<file path="src/verilog/tm1637_pkg.sv">
// TM1637 sequencer package with step encoding, field positions and default timing.
package tm1637_pkg;

    localparam int step_addr_w = 4;  // ROM depth of 16 steps.

    typedef logic [step_addr_w-1:0] step_addr_t;  // Step index.
    typedef logic [35:0]            step_word_t;  // One encoded step.
    typedef logic [7:0]             tx_byte_t;    // Display byte.
    typedef logic [15:0]            delay_t;      // Delay in ticks.
    typedef logic [3:0]             repeat_t;     // Loop count.
    typedef logic [2:0]             jump_t;       // Jump offset.

    // Step operations.
    typedef enum logic [1:0] {
        op_write = 2'd0,  // Send one byte.
        op_loop  = 2'd1,  // Load the repeat count.
        op_jump  = 2'd2,  // Jump while the count lasts.
        op_halt  = 2'd3   // Stop for good.
    } step_op_t;

    // Field positions inside step_word_t, from the top bit down.
    localparam int op_lsb       = 34;  // [35:34] Operation.
    localparam int backward_bit = 33;  // Jump direction, 1 is backward.
    localparam int offset_lsb   = 30;  // [32:30] Jump offset.
    localparam int last_bit     = 29;  // Byte closes the frame.
    localparam int wait_bit     = 28;  // Hold until the writer is idle.
    localparam int count_lsb    = 24;  // [27:24] Loop count.
    localparam int delay_lsb    = 8;   // [23:8] Delay before the step.
    localparam int data_lsb     = 0;   // [7:0] Byte to send.

    // Timing defaults.
    localparam int tick_div_default = 25_000_000;  // Half a second per tick at 50 MHz.
    localparam int bit_half_cycles  = 4;           // Clock cycles per bus phase.

endpackage

</file>
<file path="src/verilog/step_rom.sv">
// Step ROM holding the display command program as a registered table.
`timescale 1ns/1ps

module step_rom (
    input  logic                   clk_50M,
    input  tm1637_pkg::step_addr_t addr,
    output tm1637_pkg::step_word_t step
);

    // Packs the fields at the positions the sequencer decodes.
    function automatic tm1637_pkg::step_word_t pack_step(
        input tm1637_pkg::step_op_t op,
        input logic                 backward,
        input tm1637_pkg::jump_t    offset,
        input logic                 last,
        input logic                 wait_flag,
        input tm1637_pkg::repeat_t  count,
        input tm1637_pkg::delay_t   delay,
        input tm1637_pkg::tx_byte_t data
    );
        tm1637_pkg::step_word_t w;
        w = '0;
        w[tm1637_pkg::op_lsb +: 2]                                = op;
        w[tm1637_pkg::backward_bit]                               = backward;
        w[tm1637_pkg::offset_lsb +: $bits(tm1637_pkg::jump_t)]    = offset;
        w[tm1637_pkg::last_bit]                                   = last;
        w[tm1637_pkg::wait_bit]                                   = wait_flag;
        w[tm1637_pkg::count_lsb +: $bits(tm1637_pkg::repeat_t)]   = count;
        w[tm1637_pkg::delay_lsb +: $bits(tm1637_pkg::delay_t)]    = delay;
        w[tm1637_pkg::data_lsb +: $bits(tm1637_pkg::tx_byte_t)]   = data;
        return w;
    endfunction

    always_ff @(posedge clk_50M) begin
        case (addr)
            // Data command, auto increment.
            4'd0: step <= pack_step(tm1637_pkg::op_write, 1'b0, 3'd0, 1'b1, 1'b0,
                                    4'd0, 16'd1, 8'h40);
            // Two extra passes over steps 2 to 4.
            4'd1: step <= pack_step(tm1637_pkg::op_loop, 1'b0, 3'd0, 1'b0, 1'b0,
                                    4'd2, 16'd0, 8'h00);
            // Address command for digit 0.
            4'd2: step <= pack_step(tm1637_pkg::op_write, 1'b0, 3'd0, 1'b0, 1'b0,
                                    4'd0, 16'd3, 8'hC0);
            4'd3: step <= pack_step(tm1637_pkg::op_write, 1'b0, 3'd0, 1'b1, 1'b1,
                                    4'd0, 16'd0, 8'h06);  // Segments of "1".
            4'd4: step <= pack_step(tm1637_pkg::op_jump, 1'b1, 3'd2, 1'b0, 1'b0,
                                    4'd0, 16'd0, 8'h00);  // Back to step 2.
            // Display on, full brightness.
            4'd5: step <= pack_step(tm1637_pkg::op_write, 1'b0, 3'd0, 1'b1, 1'b1,
                                    4'd0, 16'd2, 8'h8F);
            default: step <= pack_step(tm1637_pkg::op_halt, 1'b0, 3'd0, 1'b0, 1'b0,
                                       4'd0, 16'd0, 8'h00);  // Step 6 and unused.
        endcase
    end

endmodule

</file>
<file path="src/verilog/step_sequencer.sv">
// Step sequencer that fetches, delays and executes ROM steps and feeds the writer.
`timescale 1ns/1ps

module step_sequencer (
    input  logic                   clk_50M,
    input  logic                   rst_n,
    input  logic                   tick,
    input  tm1637_pkg::step_word_t step,
    input  logic                   byte_ready,
    input  logic                   writer_idle,
    output tm1637_pkg::step_addr_t addr,
    output logic                   byte_valid,
    output tm1637_pkg::tx_byte_t   byte_data,
    output logic                   byte_last
);

    typedef enum logic [2:0] {
        st_fetch,   // ROM read in flight.
        st_delay,   // Counting ticks.
        st_send,    // Byte offered to the writer.
        st_drain,   // Waiting for the frame to finish.
        st_halted
    } seq_state_t;

    seq_state_t state;

    // Decoded fields of the current step.
    tm1637_pkg::step_op_t op;
    logic                 step_backward;
    tm1637_pkg::jump_t    step_offset;
    logic                 step_last;
    logic                 step_wait;
    tm1637_pkg::repeat_t  step_count;
    tm1637_pkg::delay_t   step_delay;
    tm1637_pkg::tx_byte_t step_data;

    assign op            = tm1637_pkg::step_op_t'(step[tm1637_pkg::op_lsb +: 2]);
    assign step_backward = step[tm1637_pkg::backward_bit];
    assign step_offset   = step[tm1637_pkg::offset_lsb +: $bits(tm1637_pkg::jump_t)];
    assign step_last     = step[tm1637_pkg::last_bit];
    assign step_wait     = step[tm1637_pkg::wait_bit];
    assign step_count    = step[tm1637_pkg::count_lsb +: $bits(tm1637_pkg::repeat_t)];
    assign step_delay    = step[tm1637_pkg::delay_lsb +: $bits(tm1637_pkg::delay_t)];
    assign step_data     = step[tm1637_pkg::data_lsb +: $bits(tm1637_pkg::tx_byte_t)];

    tm1637_pkg::repeat_t repeat_cnt;  // Passes left in the open loop.
    tm1637_pkg::delay_t  delay_cnt;   // Whole ticks counted so far.
    logic                synced;      // First tick seen, period boundary found.
    logic                delay_done;

    assign delay_done = (delay_cnt == step_delay);

    always_ff @(posedge clk_50M) begin
        if (!rst_n) begin
            state      <= st_fetch;
            addr       <= '0;
            byte_valid <= 1'b0;
            repeat_cnt <= '0;
            delay_cnt  <= '0;
            synced     <= 1'b0;
        end else begin
            case (state)
                st_fetch: begin
                    delay_cnt <= '0;
                    synced    <= 1'b0;
                    state     <= st_delay;  // Step word valid from here on.
                end
                st_delay: begin
                    if (delay_done) begin
                        case (op)
                            tm1637_pkg::op_write: begin
                                byte_valid <= 1'b1;
                                state      <= st_send;
                            end
                            tm1637_pkg::op_loop: begin
                                repeat_cnt <= step_count;
                                addr       <= addr + 1'b1;
                                state      <= st_fetch;
                            end
                            tm1637_pkg::op_jump: begin
                                if (repeat_cnt != '0) begin
                                    repeat_cnt <= repeat_cnt - 1'b1;
                                    addr <= step_backward ? addr - {1'b0, step_offset}
                                                          : addr + {1'b0, step_offset};
                                end else begin
                                    addr <= addr + 1'b1;  // Loop spent, fall through.
                                end
                                state <= st_fetch;
                            end
                            default: state <= st_halted;
                        endcase
                    end else if (tick) begin
                        // First tick only aligns to a whole tick period.
                        if (synced) delay_cnt <= delay_cnt + 1'b1;
                        synced <= 1'b1;
                    end
                end
                st_send: begin
                    if (byte_ready) begin
                        byte_valid <= 1'b0;
                        if (step_wait) begin
                            state <= st_drain;
                        end else begin
                            addr  <= addr + 1'b1;
                            state <= st_fetch;
                        end
                    end
                end
                st_drain: begin
                    if (writer_idle) begin
                        addr  <= addr + 1'b1;
                        state <= st_fetch;
                    end
                end
                default: ;  // Halted, nothing moves.
            endcase
        end
    end

    // Byte payload, latched as the write step fires.
    always_ff @(posedge clk_50M) begin
        if (state == st_delay && delay_done && op == tm1637_pkg::op_write) begin
            byte_data <= step_data;
            byte_last <= step_last;
        end
    end

    assert property (@(posedge clk_50M) disable iff (!rst_n)
        byte_valid && !byte_ready |=> byte_valid && $stable(byte_data))
        else $error("byte dropped or changed before the handshake");

    assert property (@(posedge clk_50M) disable iff (!rst_n)
        state == st_halted |=> $stable(addr))
        else $error("step index moved after halt");

endmodule

</file>
<file path="src/verilog/tick_gen.sv">
// Tick generator that divides the system clock into a one-cycle step tick.
`timescale 1ns/1ps

module tick_gen #(
    parameter int tick_div = tm1637_pkg::tick_div_default
) (
    input  logic clk_50M,
    input  logic rst_n,
    output logic tick
);

    localparam int cnt_w = $clog2(tick_div);

    logic [cnt_w-1:0] cnt;  // Counts down to zero.

    always_ff @(posedge clk_50M) begin
        if (!rst_n) begin
            cnt  <= cnt_w'(tick_div - 1);
            tick <= 1'b0;
        end else if (cnt == '0) begin
            cnt  <= cnt_w'(tick_div - 1);  // Reload for the next period.
            tick <= 1'b1;
        end else begin
            cnt  <= cnt - 1'b1;
            tick <= 1'b0;
        end
    end

    // A tick is a single-cycle strobe, or the sequencer would count it twice.
    assert property (@(posedge clk_50M) disable iff (!rst_n) tick |=> !tick)
        else $error("tick held high for two cycles");

endmodule

</file>
<file path="src/verilog/tm1637_top.sv">
// TM1637 display top level joining tick generator, step ROM, sequencer and writer.
`timescale 1ns/1ps

module tm1637_top #(
    parameter int tick_div = tm1637_pkg::tick_div_default
) (
    input  logic clk_50M,
    input  logic rst_n,
    input  logic tm1637_dio_in,   // Sampled DIO pin.
    output logic tm1637_clk,      // 1 releases CLK.
    output logic tm1637_dio,      // 1 releases DIO.
    output logic nack_error
);

    logic                   tick;
    tm1637_pkg::step_addr_t addr;
    tm1637_pkg::step_word_t step;
    logic                   byte_valid;
    logic                   byte_ready;
    tm1637_pkg::tx_byte_t   byte_data;
    logic                   byte_last;
    logic                   writer_idle;

    tick_gen #(.tick_div(tick_div)) tick_gen_i (
        .clk_50M (clk_50M),
        .rst_n   (rst_n),
        .tick    (tick)
    );

    step_rom step_rom_i (
        .clk_50M (clk_50M),
        .addr    (addr),
        .step    (step)
    );

    step_sequencer step_sequencer_i (
        .clk_50M     (clk_50M),
        .rst_n       (rst_n),
        .tick        (tick),
        .step        (step),
        .byte_ready  (byte_ready),
        .writer_idle (writer_idle),
        .addr        (addr),
        .byte_valid  (byte_valid),
        .byte_data   (byte_data),
        .byte_last   (byte_last)
    );

    tm1637_writer tm1637_writer_i (
        .clk_50M       (clk_50M),
        .rst_n         (rst_n),
        .byte_valid    (byte_valid),
        .byte_data     (byte_data),
        .byte_last     (byte_last),
        .tm1637_dio_in (tm1637_dio_in),
        .byte_ready    (byte_ready),
        .writer_idle   (writer_idle),
        .tm1637_clk    (tm1637_clk),
        .tm1637_dio    (tm1637_dio),
        .nack_error    (nack_error)
    );

endmodule

</file>
<file path="src/verilog/tm1637_writer.sv">
// Two-wire TM1637 writer with start, LSB-first data, ack check and stop.
`timescale 1ns/1ps

module tm1637_writer (
    input  logic                 clk_50M,
    input  logic                 rst_n,
    input  logic                 byte_valid,
    input  tm1637_pkg::tx_byte_t byte_data,
    input  logic                 byte_last,
    input  logic                 tm1637_dio_in,
    output logic                 byte_ready,
    output logic                 writer_idle,
    output logic                 tm1637_clk,  // 1 releases the line.
    output logic                 tm1637_dio,  // 1 releases the line.
    output logic                 nack_error
);

    localparam int half_w = $clog2(tm1637_pkg::bit_half_cycles);

    typedef enum logic [3:0] {
        st_idle, st_start, st_bit_lo, st_bit_hi, st_ack_lo,
        st_ack_hi, st_gap, st_stop_lo, st_stop_hi
    } wr_state_t;

    wr_state_t            state;
    logic [half_w-1:0]    half_cnt;    // Cycles into the current phase.
    logic [2:0]           bit_cnt;     // Data bit being sent.
    tm1637_pkg::tx_byte_t shift;       // Next bit at bit 0.
    logic                 last_q;      // Current byte closes the frame.
    logic                 frame_open;  // Start done, stop still owed.
    logic                 phase_end;

    assign phase_end   = (half_cnt == half_w'(tm1637_pkg::bit_half_cycles - 1));
    assign byte_ready  = (state == st_idle);
    assign writer_idle = (state == st_idle) && !frame_open;

    always_ff @(posedge clk_50M) begin
        if (!rst_n) begin
            state      <= st_idle;
            half_cnt   <= '0;
            bit_cnt    <= '0;
            frame_open <= 1'b0;
            nack_error <= 1'b0;
            tm1637_clk <= 1'b1;
            tm1637_dio <= 1'b1;
        end else begin
            half_cnt <= (state == st_idle || phase_end) ? '0 : half_cnt + 1'b1;
            case (state)
                st_idle: begin
                    if (byte_valid) begin
                        bit_cnt <= '0;
                        state   <= frame_open ? st_bit_lo : st_start;  // Open frame skips start.
                    end
                end
                st_start: begin
                    tm1637_dio <= 1'b0;  // Falls with the clock high.
                    if (phase_end) begin
                        tm1637_clk <= 1'b0;
                        state      <= st_bit_lo;
                    end
                end
                st_bit_lo: begin
                    tm1637_dio <= shift[0];  // Data moves only with the clock low.
                    if (phase_end) begin
                        tm1637_clk <= 1'b1;
                        state      <= st_bit_hi;
                    end
                end
                st_bit_hi: begin
                    if (phase_end) begin
                        tm1637_clk <= 1'b0;
                        bit_cnt    <= bit_cnt + 1'b1;
                        state      <= (bit_cnt == 3'd7) ? st_ack_lo : st_bit_lo;
                    end
                end
                st_ack_lo: begin
                    tm1637_dio <= 1'b1;  // Release so the display can pull low.
                    if (phase_end) begin
                        tm1637_clk <= 1'b1;
                        state      <= st_ack_hi;
                    end
                end
                st_ack_hi: begin
                    if (half_cnt == '0 && tm1637_dio_in) nack_error <= 1'b1;  // Sticky.
                    if (phase_end) begin
                        tm1637_clk <= 1'b0;
                        state      <= last_q ? st_stop_lo : st_gap;
                    end
                end
                st_gap: begin
                    if (phase_end) begin
                        frame_open <= 1'b1;  // Clock parked low for the next byte.
                        state      <= st_idle;
                    end
                end
                st_stop_lo: begin
                    tm1637_dio <= 1'b0;
                    if (phase_end) begin
                        tm1637_clk <= 1'b1;
                        state      <= st_stop_hi;
                    end
                end
                default: begin  // Stop high.
                    if (phase_end) begin
                        tm1637_dio <= 1'b1;  // Rises with the clock high.
                        frame_open <= 1'b0;
                        state      <= st_idle;
                    end
                end
            endcase
        end
    end

    // Shift register and frame end flag.
    always_ff @(posedge clk_50M) begin
        if (state == st_idle && byte_valid) begin
            shift  <= byte_data;
            last_q <= byte_last;
        end else if (state == st_bit_hi && phase_end) begin
            shift <= shift >> 1;
        end
    end

    // Only start and stop may move DIO under a high clock.
    assert property (@(posedge clk_50M) disable iff (!rst_n)
        tm1637_clk && $past(tm1637_clk) && !$stable(tm1637_dio)
            |-> $past(state) inside {st_start, st_stop_hi})
        else $error("DIO changed while CLK high outside start or stop");

endmodule
</file>
<file path="config.mk">
export PLATFORM = sky130hd
export DESIGN_NAME = tm1637_top
export DESIGN_NICKNAME = d
export VERILOG_FILES = /design/src/verilog/tm1637_pkg.sv /design/src/verilog/step_rom.sv /design/src/verilog/step_sequencer.sv /design/src/verilog/tick_gen.sv /design/src/verilog/tm1637_top.sv /design/src/verilog/tm1637_writer.sv
export SDC_FILE = /design/constraint.sdc
export NUM_CORES = 1
export LEC_CHECK = 0
export ABC_AREA = 1
export BUFFER_PORTS_ARGS = -buffer_cell sky130_fd_sc_hd__buf_2
export CORE_AREA = 2 2 91 93
export DETAILED_ROUTE_END_ITERATION = 10
export DIE_AREA = 0 0 93 95
export PLACE_DENSITY = 0.77
export SYNTH_ARGS = -nofsm -noshare
export SYNTH_HDL_FRONTEND = slang
export SYNTH_SLANG_ARGS = --single-unit
</file>
<file path="constraint.sdc">
create_clock -name clk_50M -period 1.8 [get_ports clk_50M]
set_clock_uncertainty 0.15 [all_clocks]
set_input_delay 0.36 -clock clk_50M [delete_from_list [all_inputs] [get_ports clk_50M]]
set_output_delay 0.36 -clock clk_50M [all_outputs]
set_load 0.005 [all_outputs]
</file>
### Yosys cells after proc, flatten, opt, wreduce, memory -nomap -nowiden

Cells that the tools add are included.

| operators by class | value |
|---|---|
| add/sub/neg operators | 8 |
| equality and inequality tests | 39 |
| mux-type cells | 51 |
| bitwise logic cells | 3 |
| reduce and logical (&&, ||, !) cells | 45 |

Operators by type and width:

| cell | number |
|---|---|
| $pmux W36 S6 | 1 |
| $mux W4 | 15 |
| $mux W16 | 3 |
| $pmux W16 S2 | 1 |
| $pmux W4 S7 | 1 |
| $ne A2 B1 Y1 const B | 13 |
| $logic_not A25 Y1 | 1 |
| $sub A25 B1 Y25 const B | 1 |
| $eq A4 B3 Y1 const B | 6 |
| $mux W3 | 6 |
| $add A16 B1 Y16 const B | 1 |
| $eq A16 B16 Y1 | 1 |
| $eq A4 B2 Y1 const B | 4 |
| $mux W8 | 2 |
| $pmux W4 S2 | 2 |
| $reduce_and A4 Y1 | 4 |
| $reduce_bool A2 Y1 | 7 |
| $pmux W3 S2 | 2 |
| $pmux W3 S4 | 1 |
| $pmux W4 S3 | 1 |
| $reduce_bool A4 Y1 | 3 |
| $ne A2 B2 Y1 const B | 5 |
| $mux W1 | 9 |
| $reduce_and A3 Y1 | 3 |
| 31 further kinds | 53 |

| storage, ports and cells | value |
|---|---|
| register bits after elaboration | 122 |
| input port bits | 3 |
| output and inout port bits | 3 |
| logic and storage cells | 166 |

### Depth between registers and ports, before layout

Gate-level depths: netlist of run 1.

| logic depth | value |
|---|---|
| word-level depth | 6 |
| depth in mapped cells | 11 |
| depth with buffers taken out | 11 |

### Cells and area by module

Synthesis of run 1 repeated with hierarchy kept, for this count alone.

| second synthesis, totals | value |
|---|---|
| cells, all modules | 824 |
| area total of the unflattened synthesis | 5,716.7 µm² |

By module, submodules not included:

| module | instances | cells an instance | area an instance (µm²) |
|---|---|---|---|
| step_sequencer | 1 | 411 | 2,668.8 |
| tick_gen | 1 | 207 | 1,443.9 |
| tm1637_writer | 1 | 145 | 1,113.6 |
| step_rom | 1 | 61 | 490.5 |

### Worst setup path after synthesis of run 1

Ideal clock, no wire load.

| timing | value |
|---|---|
| path kind | reg2reg |
| from | reg tick_gen_i.cnt[0] |
| to | reg tick_gen_i.cnt[22] |
| library setup time | 0.124 ns |
| arrival time | 1.354 ns |
| required time | 1.526 ns |
| setup slack | 0.172 ns |
| stages on the path, launching flop included | 8 |
| path buffers | 0 |
| period minus slack after synthesis | 1.628 ns |
| cells stage by stage | dfxtp_1 inv_1 ha_1 nand3_1 nor2_2 nand4_1 o21ai_1 nand3_1 |

| between the ends | value |
|---|---|
| longest elaborated chain between the ends | 2 |
| elaborated cells on any way between the ends | 3 |

Ends and longest elaborated chain:

| item | line | RTL |
|---|---|---|
| start, declared | tick_gen.sv:14 | `logic [cnt_w-1:0] cnt;` |
| start signal, assigned | tick_gen.sv:18 | `cnt <= cnt_w'(tick_div - 1);` |
| start signal, assigned | tick_gen.sv:21 | `cnt <= cnt_w'(tick_div - 1);` |
| start signal, assigned | tick_gen.sv:24 | `cnt <= cnt - 1'b1;` |
| parallel branches: the longest is 2 deep, another holds $sub A25 B1 Y25 | - |  |

Several ways; the timed one is not identified.
A chain may end at the register's enable or synchronous reset.

### Worst setup path in the final report of run 1

| timing | value |
|---|---|
| from | reg step_sequencer_i.delay_cnt[12] |
| to | reg step_sequencer_i.repeat_cnt[1] |

| between the ends | value |
|---|---|
| longest elaborated chain between the ends | 2 |

Ends and longest elaborated chain:

| item | line | RTL |
|---|---|---|
| start, declared | step_sequencer.sv:47 | `tm1637_pkg::delay_t delay_cnt;` |
| start signal, assigned | step_sequencer.sv:94 | `if (synced) delay_cnt <= delay_cnt + 1'b1;` |
| $eq A16 B16 Y1 | step_sequencer.sv:51 | `assign delay_done = (delay_cnt == step_delay);` |
| $reduce_and A4 Y1 (no source line) | - |  |
| end signal, assigned | step_sequencer.sv:76 | `repeat_cnt <= step_count;` |
| end signal, assigned | step_sequencer.sv:82 | `repeat_cnt <= repeat_cnt - 1'b1;` |
| end, declared | step_sequencer.sv:46 | `tm1637_pkg::repeat_t repeat_cnt;` |

Every way passes these cells.

==> flow_summary_export.csv, run 1 <==
group,metric,value,unit
yosys,syn_nets,698,
power_and_ir_drop,p_comb_frac,0.346,
yosys,netlist_instances,676,
clocking,clock_latency,0.35,ns
clocking,cts_buffer_depth,2,
yosys,postSynthAreaPerCell,7.06,um2
power_and_ir_drop,seqPwrFrac,0.435,
clocking,clock-sinks,91,
grt,grt_util_met3,0.0367,
worst_setup_path,crit_buf_inv,0,
timing,tightestPinTransition,0.364,ns
grt,gr-usage-all-layers,0.232,
yosys,yosys_warnings,0,
drt,vias_per_cell,5.26,
worst_setup_path,crit_family,"simple AND/OR/NAND/NOR gates",
clocking,clockRootBuffer,"clkbuf_8",
die,core,7930,um2
flow_run,drv_cap,0,
grt,grt_max_degree,18,
worst_setup_path,critPathKind,"register to register",
grt,antenna_found_initial,0,
placement,post_dp_cell_area,4980,um2
drt,drt_iter0_drc,175,
run_status,status,"completed",
cells_and_area,fin_util,0.656,
grt,grt_pass1_wl,16700,um
cells_and_area,layout-drive-gt1-share,0.0982,
grt,grt_pass1_vias,3934,
die,rows,33,
clocking,cts_tree,"built",
yosys,synth_cell_types,38,
clocking,cts-htree-levels,3,
power_and_ir_drop,p_clk_frac,0.219,
worst_setup_path,critPathMaxFanout,6,
timing,clock.fmax,588,MHz
worst_setup_path,rrSetupSlack,0.10,ns
worst_hold_path,holdCritPathClass,"primary input to register",
timing,finalCritPeriodShare,0.944,
drt,firstDrtPassIters,5,
timing,hold_violations,0,
grt,grtUsageMet2,0.408,
power_and_ir_drop,p_switching,2.21,mW
worst_setup_path,cp.depth,8,
worst_setup_path,worst-r2r-cell-count,8,
timing,setup_viol,0,
yosys,ys_seq_elements,91,
power_and_ir_drop,swShare,0.391,
power_and_ir_drop,p_int,3.44,mW
worst_setup_path,start_kind,"register",
timing,rsz0062_at_grt,"true",
drt,num_vias,4247,
worst_setup_path,path_cells,"nor2_1 -> nand2_1 -> nor2_4 -> nand3_4 -> nor2_4 -> nand2_2 -> o21ai_1 -> nor2_1",
worst_setup_path,cp.required,1.89,ns
worst_setup_path,critPathSlowestCell,"dfxtp_1",
cells_and_area,antennaDiodeCount,0,
grt,busiest_layer,"met2",
placement,port_buffers,5,
die,die_height,95,um
worst_setup_path,endpoint_kind,"register",
worst_hold_path,whs_path_depth,3,
drt,wl_per_cell,12.0,um
drt,routed_wl,9700,um
timing,fin_crit,1.70,ns
grt,met1_usage,0.292,
drt,drc_errors,0,
cells_and_area,num-nets-final,720,
cells_and_area,areaGrowthSynthToFinish,8.96,%
clocking,cts_buffers,9,
timing,slew_headroom,0.755,
die,die_w,93,um
power_and_ir_drop,vdd_drop_max,0.000754,V
drt,antenna_left,0,
die,start_util,0.602,
die,io_pins,6,
yosys,syn_area,4770,um2
grt,gr-total-overflow,0,
power_and_ir_drop,power_density,1090,nW/um2
cells_and_area,design_area,5200,um2
yosys,synth-seq-area-share,0.411,
worst_setup_path,cp_data_arrival_time,1.79,ns
placement,place_congestion,0.911,
power_and_ir_drop,leakagePower,2.27,nW
die,dieArea,8840,um2
placement,dpl.hpwl,7190,um
clocking,clk_pin_slew_worst_paths,0.09,ns
timing,slew_viol_final,0,
worst_setup_path,cpPeakStageDelay,0.37,ns
==> layer usage <==
layer | wire (um) | up-vias
li1 | - | 2187
met1 | 4540 | 1951
met2 | 4670 | 93
met3 | 369 | 16
met4 | 123 | 0
met5 | 0 | -
==> cells by family (layout without fill, tap and decap cells) <==
kind of cell,after synthesis,count (layout),share of synthesized area
compound gates,59,59,0.0674
xor+xnor,16,16,0.0294
fa+ha+maj,19,19,0.0498
buf+inv,102,129,0.0865
flops,91,91,0.411
simple gates,389,389,0.356
==> cell usage in the layout (no fill, tap or decap), types with 7 or more instances in the layout <==
cell      count
a21oi_1      28
buf_4        17
clkbuf_8      9
dfxtp_1      76
edfxtp_1     14
ha_1         19
inv_1        85
nand2_1     177
nand3_1      55
nand4_1      15
nor2_1      106
nor2_4        8
nor3_1        8
o21ai_0      17
xnor2_1       7
xor2_1        9
==> worst paths after layout <==
check | end | from
worst min-delay path | tm1637_writer_i.nack_error | tm1637_dio_in
worst min register to register | step_sequencer_i.byte_last | step_rom_i.step[29]
worst max-delay path | step_sequencer_i.repeat_cnt[1] | step_sequencer_i.delay_cnt[12]
worst max register to register | step_sequencer_i.repeat_cnt[1] | step_sequencer_i.delay_cnt[12]
==> power groups by stage <==
stage	registers, mW	logic, mW	clock network [mW]
after floorplan	2.45	1.44	0
after global placement	2.49	1.81	0
after detailed placement	2.50	1.87	0
after CTS	2.45	1.88	1.27
after global routing	2.48	2.22	1.34
final	2.46	1.96	1.24
==> registers in the layout, indices dropped and copies added, names as in the netlist, 2 cells and up <==
name                         flops
step_rom_i.step                  9
step_sequencer_i.addr            4
step_sequencer_i.byte_data       4
step_sequencer_i.delay_cnt      16
step_sequencer_i.repeat_cnt      4
step_sequencer_i.state           3
tick_gen_i.cnt                  25
tm1637_writer_i.bit_cnt          3
tm1637_writer_i.half_cnt         2
tm1637_writer_i.shift            8
tm1637_writer_i.state            4
==> cell type report <==
cell class / count / area [um2]
Multi-Input combinational cell: 483 / 2450
Tap cell: 105 / 131
Timing Repair Buffer: 22 / 153
Clock inverter: 6 / 40.0
Inverter: 91 / 342
Sequential cell: 91 / 1960
Clock buffer: 10 / 128
Fill cell: 708 / 2730
==> cells in the mapped netlist, drive strengths merged <==
cell,instances,share of area
a21boi,1,0.0016
a21oi,28,0.029
nand2,183,0.15
a211oi,1,0.0016
o211ai,1,0.0016
clkbuf,4,0.0031
buf,7,0.012
xnor2,7,0.013
or2,2,0.0026
nand3b,2,0.0031
a31oi,1,0.0013
xor2,9,0.017
clkinv,1,0.00079
edfxtp,14,0.088
nor3,9,0.0094
dfxtp,77,0.32
and3,1,0.0013
a221oi,1,0.0018
ha,19,0.050
nor2,119,0.10
o21ai,23,0.025
o311ai,1,0.0018
nand4,16,0.024
o211a,1,0.0021
inv,90,0.071
nand3,57,0.062
o22ai,1,0.0013
==> repair_timing <==
action	in CTS	in global routing
endpoints found under the hold margin	0	0
setup buffers	0	1
gates resized for setup	0	12
hold buffers	0	0
endpoints found under the setup margin	0	16
==> worst register-to-register path: stages (launching register included) <==
cell and delay [ns]:
dfxtp_1 0.37, nor2_1 0.12, nand2_1 0.09, nor2_4 0.19
nand3_4 0.18, nor2_4 0.19, nand2_2 0.12, o21ai_1 0.14
nor2_1 0.05
==> metrics by stage <==
step	power [mW]	cells	setup WS, ns	setup TNS, ns	hold WS (ns)
floorplan	3.90	676	0.172	0	0.229
detailed placement	4.37	791	0.0828	0	0.243
finish	5.65	808	0.100	0	0.113
CTS	5.60	807	0.0764	0	0.101
global placement	4.30	791	0.139	0	0.236
global route	6.05	808	-0.0270	-0.0589	0.104
Power figures use the tool's default switching activity.
==> run 2: changes to the inputs <==
Settings changed: BUFFER_PORTS_ARGS -buffer_cell sky130_fd_sc_hd__buf_2 to -buffer_cell sky130_fd_sc_hd__buf_4, CORE_AREA 2 2 91 93 to 10 10 99 101, DIE_AREA 0 0 93 95 to 0 0 109 111, PLACE_DENSITY 0.77 to 0.75.
==> run 2 against run 1 <==
Register-to-register slack hardly changed. Cell area is 0.38% higher. Sequential power about the same. Combinational power about the same. Via count is 2.1% lower. Hold slack about the same. Sequential share of layout area is 0.14 points lower. Critical path depth did not move. Total power rose by 2.9%. Clock-buffer cell count increased by 1. Critical path type unchanged. Critical endpoint is now tick_gen_i.cnt[20]. Largest cell class unchanged.
==> flow_summary_export.csv, run 2 (same netlist as run 1, synthesis figures left out) <==
group,metric,value,unit
run_status,status,"completed",
die,die_height,111,um
power_and_ir_drop,power_density,1110,nW/um2
timing,slew_headroom,0.739,
grt,gr-usage-all-layers,0.162,
timing,hold_violations,0,
clocking,clock_latency,0.36,ns
die,rows,33,
worst_setup_path,crit_start,"tick_gen_i.cnt[0]",
cells_and_area,num-nets-final,719,
clocking,clk_pin_slew_worst_paths,0.10,ns
grt,antenna_found_initial,0,
clocking,cts_setup_buffers,0,
power_and_ir_drop,swShare,0.381,
drt,num_vias,4157,
worst_setup_path,start_kind,"register",
worst_setup_path,cp.required,1.88,ns
placement,place_congestion,0.914,
die,start_util,0.599,
worst_setup_path,rrSetupSlack,0.11,ns
placement,dpl.hpwl,7100,um
cells_and_area,layout_commonest_cell,"nand2_1",
die,io_pins,6,
drt,wl_per_cell,12.0,um
power_and_ir_drop,leakagePower,2.29,nW
worst_setup_path,r2r_start,"tick_gen_i.cnt[0]",
power_and_ir_drop,seqPwrFrac,0.424,
drt,antenna_left,0,
power_and_ir_drop,vdd_drop_max,0.000706,V
clocking,cts-htree-levels,3,
worst_setup_path,critPathMaxFanout,5,
cells_and_area,final_cell_mix,"nand2_1, nor2_1, inv_1, dfxtp_1, nand3_1",
cells_and_area,layout-drive-gt1-share,0.0926,
die,core,7970,um2
die,dieArea,12100,um2
worst_hold_path,worstHoldStart,"tm1637_dio_in",
flow_run,drv_cap,0,
power_and_ir_drop,p_comb_frac,0.336,
power_and_ir_drop,p_switching,2.21,mW
drt,drt_iter0_drc,268,
die,die_w,109,um
timing,hold_ws,0.113,ns
timing,rsz0062_at_grt,"true",
power_and_ir_drop,p_clk_frac,0.240,
power_and_ir_drop,total_power,5.81,mW
timing,setup-tns-final,0,ns
worst_setup_path,endpoint_kind,"register",
placement,port_buffers,5,
cells_and_area,top_register,"tick_gen_i.cnt",
grt,grt_pass1_vias,3832,
worst_setup_path,path_cells,"inv_1 -> ha_1 -> nand3_1 -> buf_4 -> nor3_1 -> nand2_1 -> nand2_1 -> nand3_1",
drt,drc_errors,0,
grt,gr-total-overflow,0,
grt,grt_max_degree,18,
cells_and_area,reg.largest.list,"tick_gen_i.cnt x25, step_sequencer_i.delay_cnt x16, step_rom_i.step x9",
grt,grt_pass1_wl,16600,um
worst_setup_path,cpPeakStageDelay,0.33,ns
drt,vias_per_cell,5.15,
worst_setup_path,cp_data_arrival_time,1.77,ns
timing,slew_viol_final,0,
timing,clock.fmax,592,MHz
cells_and_area,nFillCells,694,
drt,firstDrtPassIters,5,
drt,routed_wl,9670,um
timing,finalCritPeriodShare,0.938,
cells_and_area,antennaDiodeCount,0,
cells_and_area,final_cells,807,
worst_hold_path,holdCritPathClass,"primary input to register",
clocking,cts_buffers,9,
worst_setup_path,critPathSlowestCell,"dfxtp_1",
cells_and_area,largest_reg_flops,25,
cells_and_area,areaGrowthSynthToFinish,9.38,%
clocking,clockRootBuffer,"clkbuf_8",
clocking,cts_buffer_depth,2,
timing,fin_crit,1.69,ns
power_and_ir_drop,p_int,3.60,mW
clocking,cts_tree,"built",
clocking,clock-sinks,91,
timing,tightestPinTransition,0.388,ns
placement,place_inst,791,
worst_setup_path,critPathKind,"register to register",
timing,setup_viol,0,
==> run 2: cell count changes in the layout (fill, tap and decap cells not counted), sizes merged <==
cell	delta
buf	-1
bufinv	+1
clkinv	-2
clkbuf	+1
clkinvlp	-1
inv	+1
==> run 2: what timing repair did <==
item                                    CTS  global route
resized for setup                         0            10
hold buffers                              0             0
hold endpoints to repair                  0             0
endpoints found under the setup margin    0            25
==> run 2: stage by stage <==
| step | util | worst slack [ns] | instance area (um2) |
|---|---|---|---|
| 3_5_place_dp | 0.626 | 0.0656 | 4990 |
| 2_1_floorplan | - | 0.172 | 4770 |
| 3_3_place_gp | 0.626 | 0.116 | 4990 |
| 5_1_grt | 0.655 | -0.0227 | 5220 |
| 4_1_cts | 0.651 | 0.0463 | 5180 |
| 6_report | 0.655 | 0.112 | 5220 |
==> run 2: final cells by class <==
| class | instances | area [um2] | share of cell area |
|---|---|---|---|
| clock buffers | 11 | 131 | 0.0252 |
| multi-input cells | 483 | 2440 | 0.466 |
| clock inverters | 5 | 61.3 | 0.0117 |
| well taps | 105 | 131 | 0.0252 |
| repair buffers | 21 | 158 | 0.0302 |
| flip-flops and latches | 91 | 1960 | 0.376 |
| inverters | 91 | 342 | 0.0654 |
==> run 2: path summary, 6_finish.rpt <==
path / endpoint / cells past startpoint
setup / recovery: tick_gen_i.cnt[20] / 8
hold / removal: tm1637_writer_i.nack_error / 3
setup reg to reg: tick_gen_i.cnt[20] / 8
hold reg to reg: tick_gen_i.cnt[0] / 1
==> run 2: worst max-delay path, delay by kind of cell (launching register included) <==
| kind | cells | cell delay (ns) |
|---|---|---|
| adders and majority gates | 1 | 0.19 |
| buffers and inverters | 2 | 0.29 |
| DFF | 1 | 0.33 |
| and+or+nand+nor | 5 | 0.60 |
==> run 2: power groups by stage <==
stage | logic [mW] | registers [mW] | clock network (mW)
floorplan | 1.44 | 2.45 | 0
global placement | 1.82 | 2.49 | 0
detailed placement | 1.88 | 2.50 | 0
CTS | 1.89 | 2.45 | 1.43
global route | 2.19 | 2.48 | 1.52
finish | 1.95 | 2.46 | 1.40
==> run 2: layer usage <==
layer	track usage	vias up	part of all wire
met4	0.0484	0	0.010
met2	0.277	55	0.49
met1	0.200	1904	0.47
met5	0	-	0
met3	0.0302	11	0.031
li1	-	2187	-
